## src/dma_rd_consts.svh

```systemverilog
// assumes 32-bit data in byte lanes, a power-of-two lane count, descriptors below 8 KB
`ifndef DMA_RD_CONSTS_SVH
`define DMA_RD_CONSTS_SVH

// data path
`define DMA_DATA_W 32
`define DMA_LANES 4
`define DMA_OFFSET_W 2

// descriptor fields
`define DMA_ADDR_W 16
`define DMA_LEN_W 16
`define DMA_TAG_W 8

// beats per AR burst
`define DMA_MAX_BURST_LEN 16
// 13 minus log2 of the lane count
`define DMA_CYCLE_W 11
`define DMA_FIFO_AW 5

`endif

```

## src/dma_rd_pkg.sv

```systemverilog
// shared types of the read DMA; all widths follow the consts header
`include "dma_rd_consts.svh"

package dma_rd_pkg;

    typedef logic [`DMA_ADDR_W-1:0] addr_t;
    typedef logic [`DMA_LEN_W-1:0] len_t;
    typedef logic [`DMA_TAG_W-1:0] tag_t;
    typedef logic [`DMA_DATA_W-1:0] data_t;
    typedef logic [`DMA_LANES-1:0] keep_t;
    typedef logic [`DMA_OFFSET_W-1:0] offset_t;
    typedef logic [`DMA_CYCLE_W-1:0] cycle_t;
    // bytes in one burst, up to a full 4 KB page
    typedef logic [12:0] tr_count_t;

    typedef enum logic [1:0] {
        RESP_OKAY = 2'b00,
        RESP_EXOKAY = 2'b01,
        RESP_SLVERR = 2'b10,
        RESP_DECERR = 2'b11
    } resp_t;

    typedef enum logic [3:0] {
        DMA_ERR_NONE = 4'd0,
        DMA_ERR_RD_SLVERR = 4'd4,
        DMA_ERR_RD_DECERR = 4'd5
    } dma_err_t;

    typedef enum logic [0:0] {BURST_IDLE, BURST_START} burst_state_t;
    typedef enum logic [0:0] {ALIGN_IDLE, ALIGN_READ} align_state_t;

endpackage

```

## src/dma_rd_if.sv

```systemverilog
// links between the DMA blocks; handshake only, both ends share one clock
`timescale 1ns/1ps

interface dma_cmd_if;
    dma_rd_pkg::offset_t offset;
    // bytes in the last stream beat, 0 means all lanes
    dma_rd_pkg::offset_t last_offset;
    dma_rd_pkg::cycle_t in_cycles;
    dma_rd_pkg::cycle_t out_cycles;
    logic bubble;
    dma_rd_pkg::tag_t tag;
    logic valid;
    logic ready;

    modport src (
        output offset, last_offset, in_cycles, out_cycles, bubble, tag, valid,
        input ready
    );
    modport snk (
        input offset, last_offset, in_cycles, out_cycles, bubble, tag, valid,
        output ready
    );
endinterface

interface dma_stream_if;
    dma_rd_pkg::data_t data;
    dma_rd_pkg::keep_t keep;
    logic last;
    logic valid;
    // set at half full
    logic almost_full;

    modport src (output data, keep, last, valid, input almost_full);
    modport snk (input data, keep, last, valid, output almost_full);
endinterface

```

## src/dma_burst_gen.sv

```systemverilog
// one AR in flight at a time; descriptor length must be nonzero and below 8 KB
`timescale 1ns/1ps
`include "dma_rd_consts.svh"

module dma_burst_gen (
    input  logic              clk,
    input  logic              rst,
    input  logic              enable,
    input  dma_rd_pkg::addr_t req_addr,
    input  dma_rd_pkg::len_t  req_len,
    input  dma_rd_pkg::tag_t  req_tag,
    input  logic              req_valid,
    output logic              req_ready,
    output dma_rd_pkg::addr_t araddr,
    output logic [7:0]        arlen,
    output logic              arvalid,
    input  logic              arready,
    dma_cmd_if.src            cmd
);
    localparam int BURST_BYTES = `DMA_MAX_BURST_LEN * `DMA_LANES;

    dma_rd_pkg::burst_state_t state_reg, state_next;
    dma_rd_pkg::addr_t addr_reg, addr_next;
    dma_rd_pkg::len_t count_reg, count_next;
    dma_rd_pkg::offset_t lo;
    dma_rd_pkg::offset_t req_lo;
    dma_rd_pkg::tr_count_t page_ofs;
    dma_rd_pkg::tr_count_t span;
    dma_rd_pkg::tr_count_t tr_count;
    logic req_ready_next;
    logic arvalid_next;
    logic accept;

    assign lo = addr_reg[`DMA_OFFSET_W-1:0];
    assign req_lo = req_addr[`DMA_OFFSET_W-1:0];
    assign page_ofs = {1'b0, addr_reg[11:0]};
    assign accept = req_ready && req_valid;

    // burst size: rest of the transfer, capped at the max burst, cut at the 4 KB page
    always_comb begin
        if (count_reg <= dma_rd_pkg::len_t'(BURST_BYTES) - dma_rd_pkg::len_t'(lo)) begin
            span = dma_rd_pkg::tr_count_t'(count_reg);
        end else begin
            span = dma_rd_pkg::tr_count_t'(BURST_BYTES) - dma_rd_pkg::tr_count_t'(lo);
        end
        if (page_ofs + span > 13'h1000) begin
            tr_count = 13'h1000 - page_ofs;
        end else begin
            tr_count = span;
        end
    end

    always_comb begin
        state_next = state_reg;
        req_ready_next = 1'b0;
        arvalid_next = arvalid && !arready;
        addr_next = addr_reg;
        count_next = count_reg;

        case (state_reg)
            dma_rd_pkg::BURST_IDLE: begin
                req_ready_next = !cmd.valid && enable;
                if (accept) begin
                    addr_next = req_addr;
                    count_next = req_len;
                    req_ready_next = 1'b0;
                    state_next = dma_rd_pkg::BURST_START;
                end
            end
            dma_rd_pkg::BURST_START: begin
                if (!arvalid) begin
                    arvalid_next = 1'b1;
                    addr_next = addr_reg + dma_rd_pkg::addr_t'(tr_count);
                    count_next = count_reg - dma_rd_pkg::len_t'(tr_count);
                    if (count_next == '0) begin
                        req_ready_next = !cmd.valid && enable;
                        state_next = dma_rd_pkg::BURST_IDLE;
                    end
                end
            end
            default: state_next = dma_rd_pkg::BURST_IDLE;
        endcase
    end

    always_ff @(posedge clk) begin
        state_reg <= state_next;
        req_ready <= req_ready_next;
        arvalid <= arvalid_next;
        addr_reg <= addr_next;
        count_reg <= count_next;

        if (state_reg == dma_rd_pkg::BURST_START && !arvalid) begin
            araddr <= addr_reg;
            arlen <= 8'((tr_count + dma_rd_pkg::tr_count_t'(lo) - 13'd1) >> `DMA_OFFSET_W);
        end

        if (cmd.ready) begin
            cmd.valid <= 1'b0;
        end
        // command for the read side; the shift undoes the start misalignment
        if (accept) begin
            cmd.offset <= dma_rd_pkg::offset_t'(`DMA_LANES - int'(req_lo));
            cmd.bubble <= req_lo != '0;
            cmd.last_offset <= req_len[`DMA_OFFSET_W-1:0];
            cmd.in_cycles <= dma_rd_pkg::cycle_t'((req_len + dma_rd_pkg::len_t'(req_lo)
                - dma_rd_pkg::len_t'(1)) >> `DMA_OFFSET_W);
            cmd.out_cycles <= dma_rd_pkg::cycle_t'((req_len - dma_rd_pkg::len_t'(1))
                >> `DMA_OFFSET_W);
            cmd.tag <= req_tag;
            cmd.valid <= 1'b1;
        end

        if (rst) begin
            state_reg <= dma_rd_pkg::BURST_IDLE;
            req_ready <= 1'b0;
            arvalid <= 1'b0;
            cmd.valid <= 1'b0;
        end
    end

endmodule

```

## src/dma_read_align.sv

```systemverilog
// R beats arrive in order at full width; status reports the first bad response of a descriptor
`timescale 1ns/1ps
`include "dma_rd_consts.svh"

module dma_read_align (
    input  logic                   clk,
    input  logic                   rst,
    dma_cmd_if.snk                 cmd,
    input  dma_rd_pkg::data_t      rdata,
    input  dma_rd_pkg::resp_t      rresp,
    input  logic                   rvalid,
    output logic                   rready,
    dma_stream_if.src              out,
    output dma_rd_pkg::tag_t       sts_tag,
    output dma_rd_pkg::dma_err_t   sts_error,
    output logic                   sts_valid
);
    dma_rd_pkg::align_state_t state_reg, state_next;
    dma_rd_pkg::offset_t offset_reg, offset_next;
    dma_rd_pkg::offset_t last_offset_reg, last_offset_next;
    dma_rd_pkg::cycle_t in_count_reg, in_count_next;
    dma_rd_pkg::cycle_t out_count_reg, out_count_next;
    logic in_active_reg, in_active_next;
    logic bubble_reg, bubble_next;
    logic out_last_reg, out_last_next;
    dma_rd_pkg::tag_t tag_reg, tag_next;
    dma_rd_pkg::resp_t err_reg, err_next;
    dma_rd_pkg::tag_t sts_tag_next;
    dma_rd_pkg::dma_err_t sts_error_next;
    logic sts_valid_next;
    logic rready_next;
    logic beat;
    logic save_en;
    dma_rd_pkg::data_t save_reg;
    logic [2*`DMA_DATA_W-1:0] rdata_full;
    dma_rd_pkg::data_t shifted;

    assign beat = rready && rvalid;
    // two beats side by side, the window slides down by the offset
    assign rdata_full = {rdata, save_reg};
    assign shifted = rdata_full[(`DMA_LANES - int'(offset_reg)) * 8 +: `DMA_DATA_W];

    always_comb begin
        state_next = state_reg;
        rready_next = 1'b0;
        save_en = 1'b0;
        cmd.ready = 1'b0;
        offset_next = offset_reg;
        last_offset_next = last_offset_reg;
        in_count_next = in_count_reg;
        out_count_next = out_count_reg;
        in_active_next = in_active_reg;
        bubble_next = bubble_reg;
        out_last_next = out_last_reg;
        tag_next = tag_reg;
        sts_tag_next = sts_tag;
        sts_error_next = sts_error;
        sts_valid_next = 1'b0;
        out.data = shifted;
        out.keep = '1;
        out.last = 1'b0;
        out.valid = 1'b0;

        err_next = err_reg;
        if (beat && err_reg == dma_rd_pkg::RESP_OKAY &&
                (rresp == dma_rd_pkg::RESP_SLVERR || rresp == dma_rd_pkg::RESP_DECERR)) begin
            err_next = rresp;
        end

        case (state_reg)
            dma_rd_pkg::ALIGN_IDLE: begin
                offset_next = cmd.offset;
                last_offset_next = cmd.last_offset;
                in_count_next = cmd.in_cycles;
                out_count_next = cmd.out_cycles;
                bubble_next = cmd.bubble;
                tag_next = cmd.tag;
                out_last_next = cmd.out_cycles == '0;
                in_active_next = 1'b1;
                if (cmd.valid) begin
                    cmd.ready = 1'b1;
                    rready_next = !out.almost_full;
                    state_next = dma_rd_pkg::ALIGN_READ;
                end
            end
            dma_rd_pkg::ALIGN_READ: begin
                rready_next = !out.almost_full && in_active_reg;
                // a flush beat needs no input once the read side is done
                if (beat || !in_active_reg) begin
                    save_en = beat;
                    if (in_active_reg) begin
                        in_count_next = in_count_reg - 1'b1;
                        in_active_next = in_count_reg != '0;
                    end
                    bubble_next = 1'b0;
                    rready_next = !out.almost_full && in_active_next;
                    // the bubble beat only fills the save register
                    if (!bubble_reg) begin
                        out_count_next = out_count_reg - 1'b1;
                        out_last_next = out_count_next == '0;
                        out.valid = 1'b1;
                        if (out_last_reg) begin
                            if (last_offset_reg != '0) begin
                                out.keep = (dma_rd_pkg::keep_t'(1) << last_offset_reg)
                                    - dma_rd_pkg::keep_t'(1);
                            end
                            out.last = 1'b1;
                            sts_tag_next = tag_reg;
                            case (err_next)
                                dma_rd_pkg::RESP_SLVERR:
                                    sts_error_next = dma_rd_pkg::DMA_ERR_RD_SLVERR;
                                dma_rd_pkg::RESP_DECERR:
                                    sts_error_next = dma_rd_pkg::DMA_ERR_RD_DECERR;
                                default:
                                    sts_error_next = dma_rd_pkg::DMA_ERR_NONE;
                            endcase
                            sts_valid_next = 1'b1;
                            err_next = dma_rd_pkg::RESP_OKAY;
                            rready_next = 1'b0;
                            state_next = dma_rd_pkg::ALIGN_IDLE;
                        end
                    end
                end
            end
            default: state_next = dma_rd_pkg::ALIGN_IDLE;
        endcase
    end

    always_ff @(posedge clk) begin
        state_reg <= state_next;
        rready <= rready_next;
        offset_reg <= offset_next;
        last_offset_reg <= last_offset_next;
        in_count_reg <= in_count_next;
        out_count_reg <= out_count_next;
        in_active_reg <= in_active_next;
        bubble_reg <= bubble_next;
        out_last_reg <= out_last_next;
        tag_reg <= tag_next;
        err_reg <= err_next;
        sts_tag <= sts_tag_next;
        sts_error <= sts_error_next;
        sts_valid <= sts_valid_next;
        if (save_en) begin
            save_reg <= rdata;
        end

        if (rst) begin
            state_reg <= dma_rd_pkg::ALIGN_IDLE;
            rready <= 1'b0;
            err_reg <= dma_rd_pkg::RESP_OKAY;
            sts_error <= dma_rd_pkg::DMA_ERR_NONE;
            sts_valid <= 1'b0;
        end
    end

endmodule

```

## src/dma_out_fifo.sv

```systemverilog
// the writer must hold off at almost_full; a write into a full FIFO is not blocked
`timescale 1ns/1ps
`include "dma_rd_consts.svh"

module dma_out_fifo (
    input  logic              clk,
    input  logic              rst,
    dma_stream_if.snk         in,
    output dma_rd_pkg::data_t tdata,
    output dma_rd_pkg::keep_t tkeep,
    output logic              tlast,
    output logic              tvalid,
    input  logic              tready
);
    localparam int DEPTH = 1 << `DMA_FIFO_AW;

    // pointers carry one wrap bit above the index
    logic [`DMA_FIFO_AW:0] wr_ptr;
    logic [`DMA_FIFO_AW:0] rd_ptr;
    logic [`DMA_FIFO_AW:0] fill;
    logic empty;

    dma_rd_pkg::data_t mem_data [DEPTH];
    dma_rd_pkg::keep_t mem_keep [DEPTH];
    logic mem_last [DEPTH];

    assign empty = wr_ptr == rd_ptr;
    assign fill = wr_ptr - rd_ptr;

    always_ff @(posedge clk) begin
        tvalid <= tvalid && !tready;
        in.almost_full <= fill >= (`DMA_FIFO_AW+1)'(DEPTH / 2);

        if (in.valid) begin
            mem_data[wr_ptr[`DMA_FIFO_AW-1:0]] <= in.data;
            mem_keep[wr_ptr[`DMA_FIFO_AW-1:0]] <= in.keep;
            mem_last[wr_ptr[`DMA_FIFO_AW-1:0]] <= in.last;
            wr_ptr <= wr_ptr + 1'b1;
        end

        // output register refills when it is empty or being drained
        if (!empty && (!tvalid || tready)) begin
            tdata <= mem_data[rd_ptr[`DMA_FIFO_AW-1:0]];
            tkeep <= mem_keep[rd_ptr[`DMA_FIFO_AW-1:0]];
            tlast <= mem_last[rd_ptr[`DMA_FIFO_AW-1:0]];
            tvalid <= 1'b1;
            rd_ptr <= rd_ptr + 1'b1;
        end

        if (rst) begin
            wr_ptr <= '0;
            rd_ptr <= '0;
            tvalid <= 1'b0;
            in.almost_full <= 1'b0;
        end
    end

endmodule

```

## src/dma_rd_top.sv

```systemverilog
// AR is always a full-width INCR burst, so size, burst type and id are not ported
`timescale 1ns/1ps

module dma_rd_top (
    input  logic                  clk,
    input  logic                  rst,
    input  logic                  enable,

    input  dma_rd_pkg::addr_t     req_addr,
    input  dma_rd_pkg::len_t      req_len,
    input  dma_rd_pkg::tag_t      req_tag,
    input  logic                  req_valid,
    output logic                  req_ready,

    output dma_rd_pkg::tag_t      sts_tag,
    output dma_rd_pkg::dma_err_t  sts_error,
    output logic                  sts_valid,

    output dma_rd_pkg::addr_t     araddr,
    output logic [7:0]            arlen,
    output logic                  arvalid,
    input  logic                  arready,

    input  dma_rd_pkg::data_t     rdata,
    input  dma_rd_pkg::resp_t     rresp,
    input  logic                  rvalid,
    output logic                  rready,

    output dma_rd_pkg::data_t     tdata,
    output dma_rd_pkg::keep_t     tkeep,
    output logic                  tlast,
    output logic                  tvalid,
    input  logic                  tready
);
    dma_cmd_if cmd_if ();
    dma_stream_if stream_if ();

    dma_burst_gen dma_burst_gen_inst (
        .clk(clk),
        .rst(rst),
        .enable(enable),
        .req_addr(req_addr),
        .req_len(req_len),
        .req_tag(req_tag),
        .req_valid(req_valid),
        .req_ready(req_ready),
        .araddr(araddr),
        .arlen(arlen),
        .arvalid(arvalid),
        .arready(arready),
        .cmd(cmd_if.src)
    );

    dma_read_align dma_read_align_inst (
        .clk(clk),
        .rst(rst),
        .cmd(cmd_if.snk),
        .rdata(rdata),
        .rresp(rresp),
        .rvalid(rvalid),
        .rready(rready),
        .out(stream_if.src),
        .sts_tag(sts_tag),
        .sts_error(sts_error),
        .sts_valid(sts_valid)
    );

    dma_out_fifo dma_out_fifo_inst (
        .clk(clk),
        .rst(rst),
        .in(stream_if.snk),
        .tdata(tdata),
        .tkeep(tkeep),
        .tlast(tlast),
        .tvalid(tvalid),
        .tready(tready)
    );

endmodule

```

## config.mk

```make
export PLATFORM = sky130hd
export DESIGN_NAME = dma_rd_top
export DESIGN_NICKNAME = d
export VERILOG_FILES = /design/src/dma_rd_pkg.sv /design/src/dma_rd_if.sv /design/src/dma_burst_gen.sv /design/src/dma_read_align.sv /design/src/dma_out_fifo.sv /design/src/dma_rd_top.sv
export VERILOG_INCLUDE_DIRS = /design/src
export SDC_FILE = /design/constraint.sdc
export NUM_CORES = 2
export LEC_CHECK = 0
export BUFFER_PORTS_ARGS = -buffer_cell sky130_fd_sc_hd__buf_2
export CORE_MARGIN = 1
export CORE_UTILIZATION = 40
export DETAILED_ROUTE_END_ITERATION = 7
export PLACE_DENSITY_LB_ADDON = 0.2
export SYNTH_ARGS = -nofsm -noshare
export SYNTH_HDL_FRONTEND = slang
export SYNTH_SLANG_ARGS = --single-unit
```

## constraint.sdc

```tcl
create_clock -name clk -period 9 [get_ports clk]
set_input_delay 0.45 -clock clk [delete_from_list [all_inputs] [get_ports clk]]
set_output_delay 0.45 -clock clk [all_outputs]
set_load 0.01 [all_outputs]
```

# [Yosys cells after proc, flatten, opt, wreduce, memory -nomap -nowiden]
# Memories as Yosys holds them, arrays and structs flattened. A register that Yosys moved wholly into a read port is not among the register bits.
# Index checks and enable logic that the tools add are counted.
[totals] input_bits=81 n_memories=3 register_bits=195 ramBits=1184 word_cells=177 out_inout_bits=78
[classes] mux=70 n_lt_le_gt_ge=3 add_sub_neg=19 bitwise=3 shifts=2 reduce_logical=34 n_eq_ne=10
[memory_table] name="dma_out_fifo_inst.mem_data" words=32 width=32 read_ports=1 rd_clocked_by_memory_dff=1 wr=1 line_no="dma_out_fifo.sv:23" text="dma_rd_pkg::data_t mem_data [DEPTH];"
[memory_table] name="dma_out_fifo_inst.mem_keep" words=32 width=4 read_ports=1 rd_clocked_by_memory_dff=1 wr=1 line_no="dma_out_fifo.sv:24" text="dma_rd_pkg::keep_t mem_keep [DEPTH];"
[memory_table] name="dma_out_fifo_inst.mem_last" words=32 width=1 read_ports=1 rd_clocked_by_memory_dff=1 wr=1 line_no="dma_out_fifo.sv:25" text="logic mem_last [DEPTH];"
[ops] op="$mux W16" count=4
[ops] op="$pmux W16 S2" count=2
[ops] op="$shiftx A64 B32 Y32" count=1
[ops] op="$mux W11" count=4
[ops] op="$pmux W11 S2" count=2
[ops] op="$mux W1" count=38
[ops] op="$mux W13" count=2
[ops] op="$sub A13 B1 Y13 const B" count=2
[ops] op="$logic_not A11 Y1" count=2
[ops] op="$sub A11 B1 Y11 const B" count=2
[ops] op="$mux W4" count=5
[ops] op="$add A16 B13 Y16" count=1
[ops] op="$le A16 B16 Y1" count=1
[ops] op="$logic_not A16 Y1" count=1
[ops] op="$sub A16 B13 Y16" count=1
[ops] op="$sub A7 B2 Y8 const A" count=2
[ops] op="$pmux W1 S2" count=7
[ops] op="$add A12 B13 Y13" count=1
[ops] op="$add A13 B2 Y13" count=1
[ops] op="$gt A13 B13 Y1 const B" count=1
[ops] op="$sub A13 B12 Y13 const A" count=1
[ops] op="$add A6 B1 Y6 const B" count=2
[ops] op="$logic_and A1 B1 Y1" count=11
[ops] op="$reduce_bool A11 Y1" count=1
[ops] op="21 further kinds" count=46

# [Longest topological paths before layout]
[depth] word_depth=11 ltp_mapped=38 ltp_nobuf=34

# [Cells and area by module]
# From an unflattened synthesis, not the netlist that was laid out.
[hier_totals] cells_unflattened=3202 area_unflattened_um2=58487.3
[modules_own_cells] module="dma_out_fifo" area_per_inst_um2=46673.5 seq_area_each_um2=36945.4 cells_per_inst=2101 n_inst=1
[modules_own_cells] module="dma_burst_gen" area_per_inst_um2=6891.6 seq_area_each_um2=2812.7 cells_per_inst=651 n_inst=1
[modules_own_cells] module="dma_read_align" area_per_inst_um2=4922.2 seq_area_each_um2=2452.4 cells_per_inst=450 n_inst=1

# [Least setup slack after synthesis]
# No wires, ideal clock.
[synth_timing] path_type="reg2reg" start="register dma_burst_gen_inst.addr_reg[1]" end="register dma_burst_gen_inst.count_reg[10] (data pin)" arrival_ns=7.427 period_less_slack_ns=7.693 stages_incl_launch_ff=39 setup_ns=0.266 t_required_ns=8.734 path_slack_ns=1.307 path_buffers=4 cell_sequence="edfxtp_1 inv_1 ha_1 inv_1 nor4b_1 a31oi_1 or3b_2 o221ai_1 o21ai_0 and3_1 buf_2 mux2i_1 inv_1 ha_1 inv_1 fa_1 xnor2_1 a2111oi_2 [... 3 more ...] a21bo_2 clkbuf_1 buf_2 nand2_1 o21a_1 ha_1 fa_1 nor2b_1 o21ai_0 a21oi_1 nor4_1 or3_1 buf_2 mux2i_1 a211o_1 or3_1 nand2_1 o21ai_0"
[synth_between] elab_chain_cells=9 word_cells_on_any_way=11 cone_classes="add/sub (5); order compare (2); mux (4)"
[synth_lines] element="from (decl)" line_no="dma_burst_gen.sv:23" text="dma_rd_pkg::addr_t addr_reg, addr_next;"
[synth_lines] element="from (signal assigned)" line_no="dma_burst_gen.sv:89" text="addr_reg <= addr_next;"
[synth_lines] element="$sub A7 B2 Y8" line_no="dma_burst_gen.sv:41, dma_burst_gen.sv:44"
[synth_lines] element="$le A16 B16 Y1" line_no="dma_burst_gen.sv:41" text="if (count_reg <= dma_rd_pkg::len_t'(BURST_BYTES) - dma_rd_pkg::len_t'(lo)) begin"
[synth_lines] element="$mux W13" line_no="dma_burst_gen.sv:41"
[synth_lines] element="$add A12 B13 Y13" line_no="dma_burst_gen.sv:46" text="if (page_ofs + span > 13'h1000) begin"
[synth_lines] element="$gt A13 B13 Y1" line_no="dma_burst_gen.sv:46"
[synth_lines] element="$mux W13 *" line_no="dma_burst_gen.sv:46"
[synth_lines] element="$sub A16 B13 Y16 *" line_no="dma_burst_gen.sv:74" text="count_next = count_reg - dma_rd_pkg::len_t'(tr_count);"
[synth_lines] element="$mux W16 *" line_no="dma_burst_gen.sv:71" text="if (!arvalid) begin"
[synth_lines] element="$pmux W16 S2 *" line_no="dma_burst_gen.sv:60" text="case (state_reg)"
[synth_lines] element="named net dma_burst_gen_inst.count_next[10]" line_no="dma_burst_gen.sv:24" text="dma_rd_pkg::len_t count_reg, count_next;"
[synth_lines] element="to (signal assigned)" line_no="dma_burst_gen.sv:90" text="count_reg <= count_next;"
[synth_lines] element="to (decl)" line_no="dma_burst_gen.sv:24"
# The timed path passes the listed nets; every way through them passes the cells marked *. The select of a mux whose other input is x is not followed.
# A chain may end at the register's enable or synchronous reset.

# [Final worst setup path]
# Same ends and word-level chain as after synthesis.

==> metrics <==
run status=finished clean; CTS H-tree lvls=4; total global-route track usage=20.4%; number of buffers created by CTS=approximately 150; Num Clock Sinks=1381; estimated wirelength of the detail-placed design=79.8 mm; Tightest Pin Transition=about 1.3 ns; achievable clock frequency=119 MHz; Post-synth EDFFs=1356; clock latency on the worst-skew pair=0.76 ns; die height=380 um; maximum fanout encountered on the critical timing path=20; via/cell ratio=5.63; multiplexer area fraction after synthesis=16.1%; top flip-flop cell by instance count after synthesis=sky130_fd_sc_hd__edfxtp_1; final-report hold violation count=0; max-cap violations=0; # setup viols final=0; global placement routability congestion=slightly above 0.8; Pre-Repair DR Iteration Count=5; synthesized-area fraction occupied by xor and xnor cells=1.39%; buffer count from post-CTS setup fixing=0; crit start category=flop; type of destination of the critical path=flop; Max VDD drop=146 uV; top cell type by total area after synthesis=sky130_fd_sc_hd__edfxtp_1; top post-synthesis cells by area=sky130_fd_sc_hd__edfxtp_1 (71%), sky130_fd_sc_hd__mux4_2 (15%), sky130_fd_sc_hd__ha_1 (1.9%); core region area=roughly 0.14 mm^2; final standard cell area without fillers=0.0659 mm^2; Port Buffer Count=155; clock-pin slew reported for the worst setup and hold paths after clock tree synthesis=0.06 ns; number of nets with antenna violations after routing=0; max-slew violation total from the final report=0; proportion of synthesized chip area in sequential cells=about 70%; netlist area before placement=0.0572 mm^2; Switch Pwr=3.32 mW; share of synthesized flip-flops with an asynchronous set or reset=0%; Worst Hold Path Cells=3; dominant combinational cell family by area after synthesis=multiplexers; Synth Area in Adders=2.10%; instance area after placement=0.0608 mm^2; Final TNS setup=0 ns; Clk pwr share=roughly two fifths; detailed-route wire length=146 mm; total congestion overflow after global routing=0; Synth Area in Simple Gates=3.83%; number of flip-flops under the largest register name=1024; synthesis-to-finish area growth=15.4%; routed length per placed instance=about 28 um; clock tree from TritonCTS=yes; RSZ-0062 raised after global routing=false; required arrival time at the worst endpoint=between 9 and 10 ns; Post-layout nets=3455; Critical Path Max Stage Delay=~0.55 ns; Internal Dissipation=11.2 mW; share of the synthesized area in compound gates (AO/OA/AOI/OAI)=3.07%; pin count of the biggest net entering global routing=130; via count of the routed design=29700; Row Count=138; depth of the worst register-to-register path=34; Logic pwr share=9.9%; top-level port count=between 150 and 200; die area=roughly 0.14 mm^2; sequential cell fraction of total power=50.4%; Net Sw Frac=a little under a quarter; Worst Clk Skew=0.0254 ns; leakage power total=roughly 21 nW; count of unique library cells instantiated by Yosys=81; via count of the first global-routing pass=between 30000 and 40000; cell at the root of the clock tree=sky130_fd_sc_hd__clkbuf_16; category of the most critical setup path=flop to flop; class of the most critical hold timing path=primary input to flop; cells after synthesis=2971; most repeated library cell on the critical path=sky130_fd_sc_hd__inv_1; CP max-delay cell=sky130_fd_sc_hd__or3_1; share of final-layout standard cells stronger than drive strength 1=27.0%; initial standard-cell utilization of the core=40.4%; number of antenna violations at the first check in global routing=11; post-synthesis average cell area=19.2 um^2; proportion of netlist area held by the largest area contributor=between 70% and 80%; warnings from Yosys=0; ratio of final minimum period to clock period=93.6%; final critical path time including I/O delays and setup=8.43 ns; x dimension of the die=380 um; pwr dens=220 mW/mm^2; worst path arrival time=8.91 ns; first-pass GRT wire length=212 mm; number of synthesized register bits=1381; relative max-transition margin=10.1%; number of buffers between clock root and the deepest sink=3; First DRT Iteration DRCs=2492; drc violations=0
[power by group through the flow]
stage	clock, mW	sequential, mW	combinational (mW)
floorplan	0	7.41	1.04
global placement	0	7.44	1.40
detailed placement	0	7.44	1.43
CTS	5.88	7.31	1.46
global route	6.11	7.32	1.57
finish	5.74	7.30	1.43
[cells by family after synthesis]
family	Yosys count
AOI/OAI and AO/OA	268
adders and majority gates	93
buffers and inverters	210
and+or+nand+nor	482
xor gates and xnor gates	91
other	2
DFF	1381
muxes	444
[routing by layer]
layer	vias to the layer above	part of all wire (%)	global-route usage [%]
met5	-	0.033	0
met4	6	2.5	6.11
met3	203	6.2	3.89
met2	979	49	33.0
met1	15800	43	27.9
li1	12700	-	-
[cells in the mapped netlist (4+ instances only)]
master / count
sky130_fd_sc_hd__nor3b_1: 8
sky130_fd_sc_hd__ha_1: 87
sky130_fd_sc_hd__edfxtp_1: 1356
sky130_fd_sc_hd__or3b_2: 4
sky130_fd_sc_hd__buf_2: 4
sky130_fd_sc_hd__dfxtp_1: 25
sky130_fd_sc_hd__o22ai_1: 13
sky130_fd_sc_hd__nand2_1: 179
sky130_fd_sc_hd__a22oi_1: 7
sky130_fd_sc_hd__clkbuf_1: 104
sky130_fd_sc_hd__nand2b_1: 14
sky130_fd_sc_hd__a211oi_1: 11
sky130_fd_sc_hd__o21bai_1: 18
sky130_fd_sc_hd__inv_1: 66
sky130_fd_sc_hd__o21ai_0: 54
sky130_fd_sc_hd__a21oi_1: 81
sky130_fd_sc_hd__or2_2: 6
sky130_fd_sc_hd__xnor2_1: 68
sky130_fd_sc_hd__mux2_2: 30
sky130_fd_sc_hd__nor2b_1: 14
sky130_fd_sc_hd__o2bb2ai_1: 4
sky130_fd_sc_hd__fa_1: 5
sky130_fd_sc_hd__a21o_1: 17
sky130_fd_sc_hd__nand4_1: 5
sky130_fd_sc_hd__o21a_1: 11
sky130_fd_sc_hd__nor2_1: 147
sky130_fd_sc_hd__a31oi_1: 5
sky130_fd_sc_hd__mux4_2: 376
sky130_fd_sc_hd__nor4_1: 15
sky130_fd_sc_hd__xor2_1: 23
sky130_fd_sc_hd__mux2i_1: 38
sky130_fd_sc_hd__nand3_1: 22
sky130_fd_sc_hd__or3_1: 12
sky130_fd_sc_hd__and3_1: 10
sky130_fd_sc_hd__nor3_1: 30
sky130_fd_sc_hd__nand3b_1: 4
sky130_fd_sc_hd__buf_1: 26
[layout make-up]
| type | instances | area (um^2) |
|---|---|---|
| Timing Repair Buffer | 295 | 2010 |
| Clock inverter | 74 | 697 |
| Inverter | 72 | 275 |
| Sequential cell | 1381 | 41200 |
| Multi-Input combinational cell | 1386 | 15500 |
| Antenna cell | 2 | 5.00 |
| Fill cell | 11900 | 75600 |
| Clock buffer | 180 | 3820 |
| Tap cell | 1890 | 2360 |
[critical path, delay by kind of cell (launching register included)]
| family | cells | cell delay, ns |
|---|---|---|
| buffers and inverters | 4 | 0.47 |
| adder cells (fa/ha/maj) | 5 | 1.56 |
| flip-flops | 1 | 0.48 |
| AO/OA/AOI/OAI | 12 | 2.31 |
| multiplexers | 2 | 0.37 |
| AND/OR/NAND/NOR | 11 | 2.93 |
[cells in the final DEF (no fill, tap or decap), types with 33 or more instances in the layout]
cell type,Yosys,layout
sky130_fd_sc_hd__edfxtp_1,1356,1356
sky130_fd_sc_hd__nand2_1,179,179
sky130_fd_sc_hd__dlygate4sd3_1,0,64
sky130_fd_sc_hd__xnor2_1,68,68
sky130_fd_sc_hd__mux2i_1,38,38
sky130_fd_sc_hd__nor2_4,0,33
sky130_fd_sc_hd__nor2_1,147,113
sky130_fd_sc_hd__inv_1,66,65
sky130_fd_sc_hd__a21oi_1,81,79
sky130_fd_sc_hd__o21ai_0,54,49
sky130_fd_sc_hd__mux4_2,376,376
sky130_fd_sc_hd__buf_2,4,155
sky130_fd_sc_hd__buf_4,3,74
sky130_fd_sc_hd__ha_1,87,86
sky130_fd_sc_hd__clkbuf_16,0,148
[final timing paths]
check,slack [ns],to,from
max,0.57,dma_burst_gen_inst.count_reg[10],dma_burst_gen_inst.addr_reg[1]
min,0.07,dma_out_fifo_inst.tvalid,tready
max reg2reg,0.57,dma_burst_gen_inst.count_reg[10],dma_burst_gen_inst.addr_reg[1]
min reg2reg,0.42,dma_read_align_inst.sts_tag[7],dma_read_align_inst.tag_reg[7]
[through the flow]
| step | power [mW] | hold WS [ns] | utilization (%) | worst slack (ns) | std cells |
|---|---|---|---|---|---|
| detailed placement | 8.87 | 0.405 | 42.9 | 0.536 | 4960 |
| CTS | 14.6 | 0.00860 | 46.6 | 0.528 | 5278 |
| global route | 15.0 | 0.0545 | 46.6 | 0.0926 | 5278 |
| floorplan | 8.45 | 0.373 | - | 1.31 | 2977 |
| finish | 14.5 | 0.0717 | 46.6 | 0.574 | 5280 |
| global placement | 8.84 | 0.403 | 42.9 | 0.534 | 4960 |
[what timing repair did]
action | 4_1_cts | 5_1_grt
hold buffers | 64 | 0
resized for setup | 0 | 2
setup endpoints to repair | 0 | 3
hold endpoints to repair | 64 | 0
No activity file was read; power rests on OpenSTA's default activity.
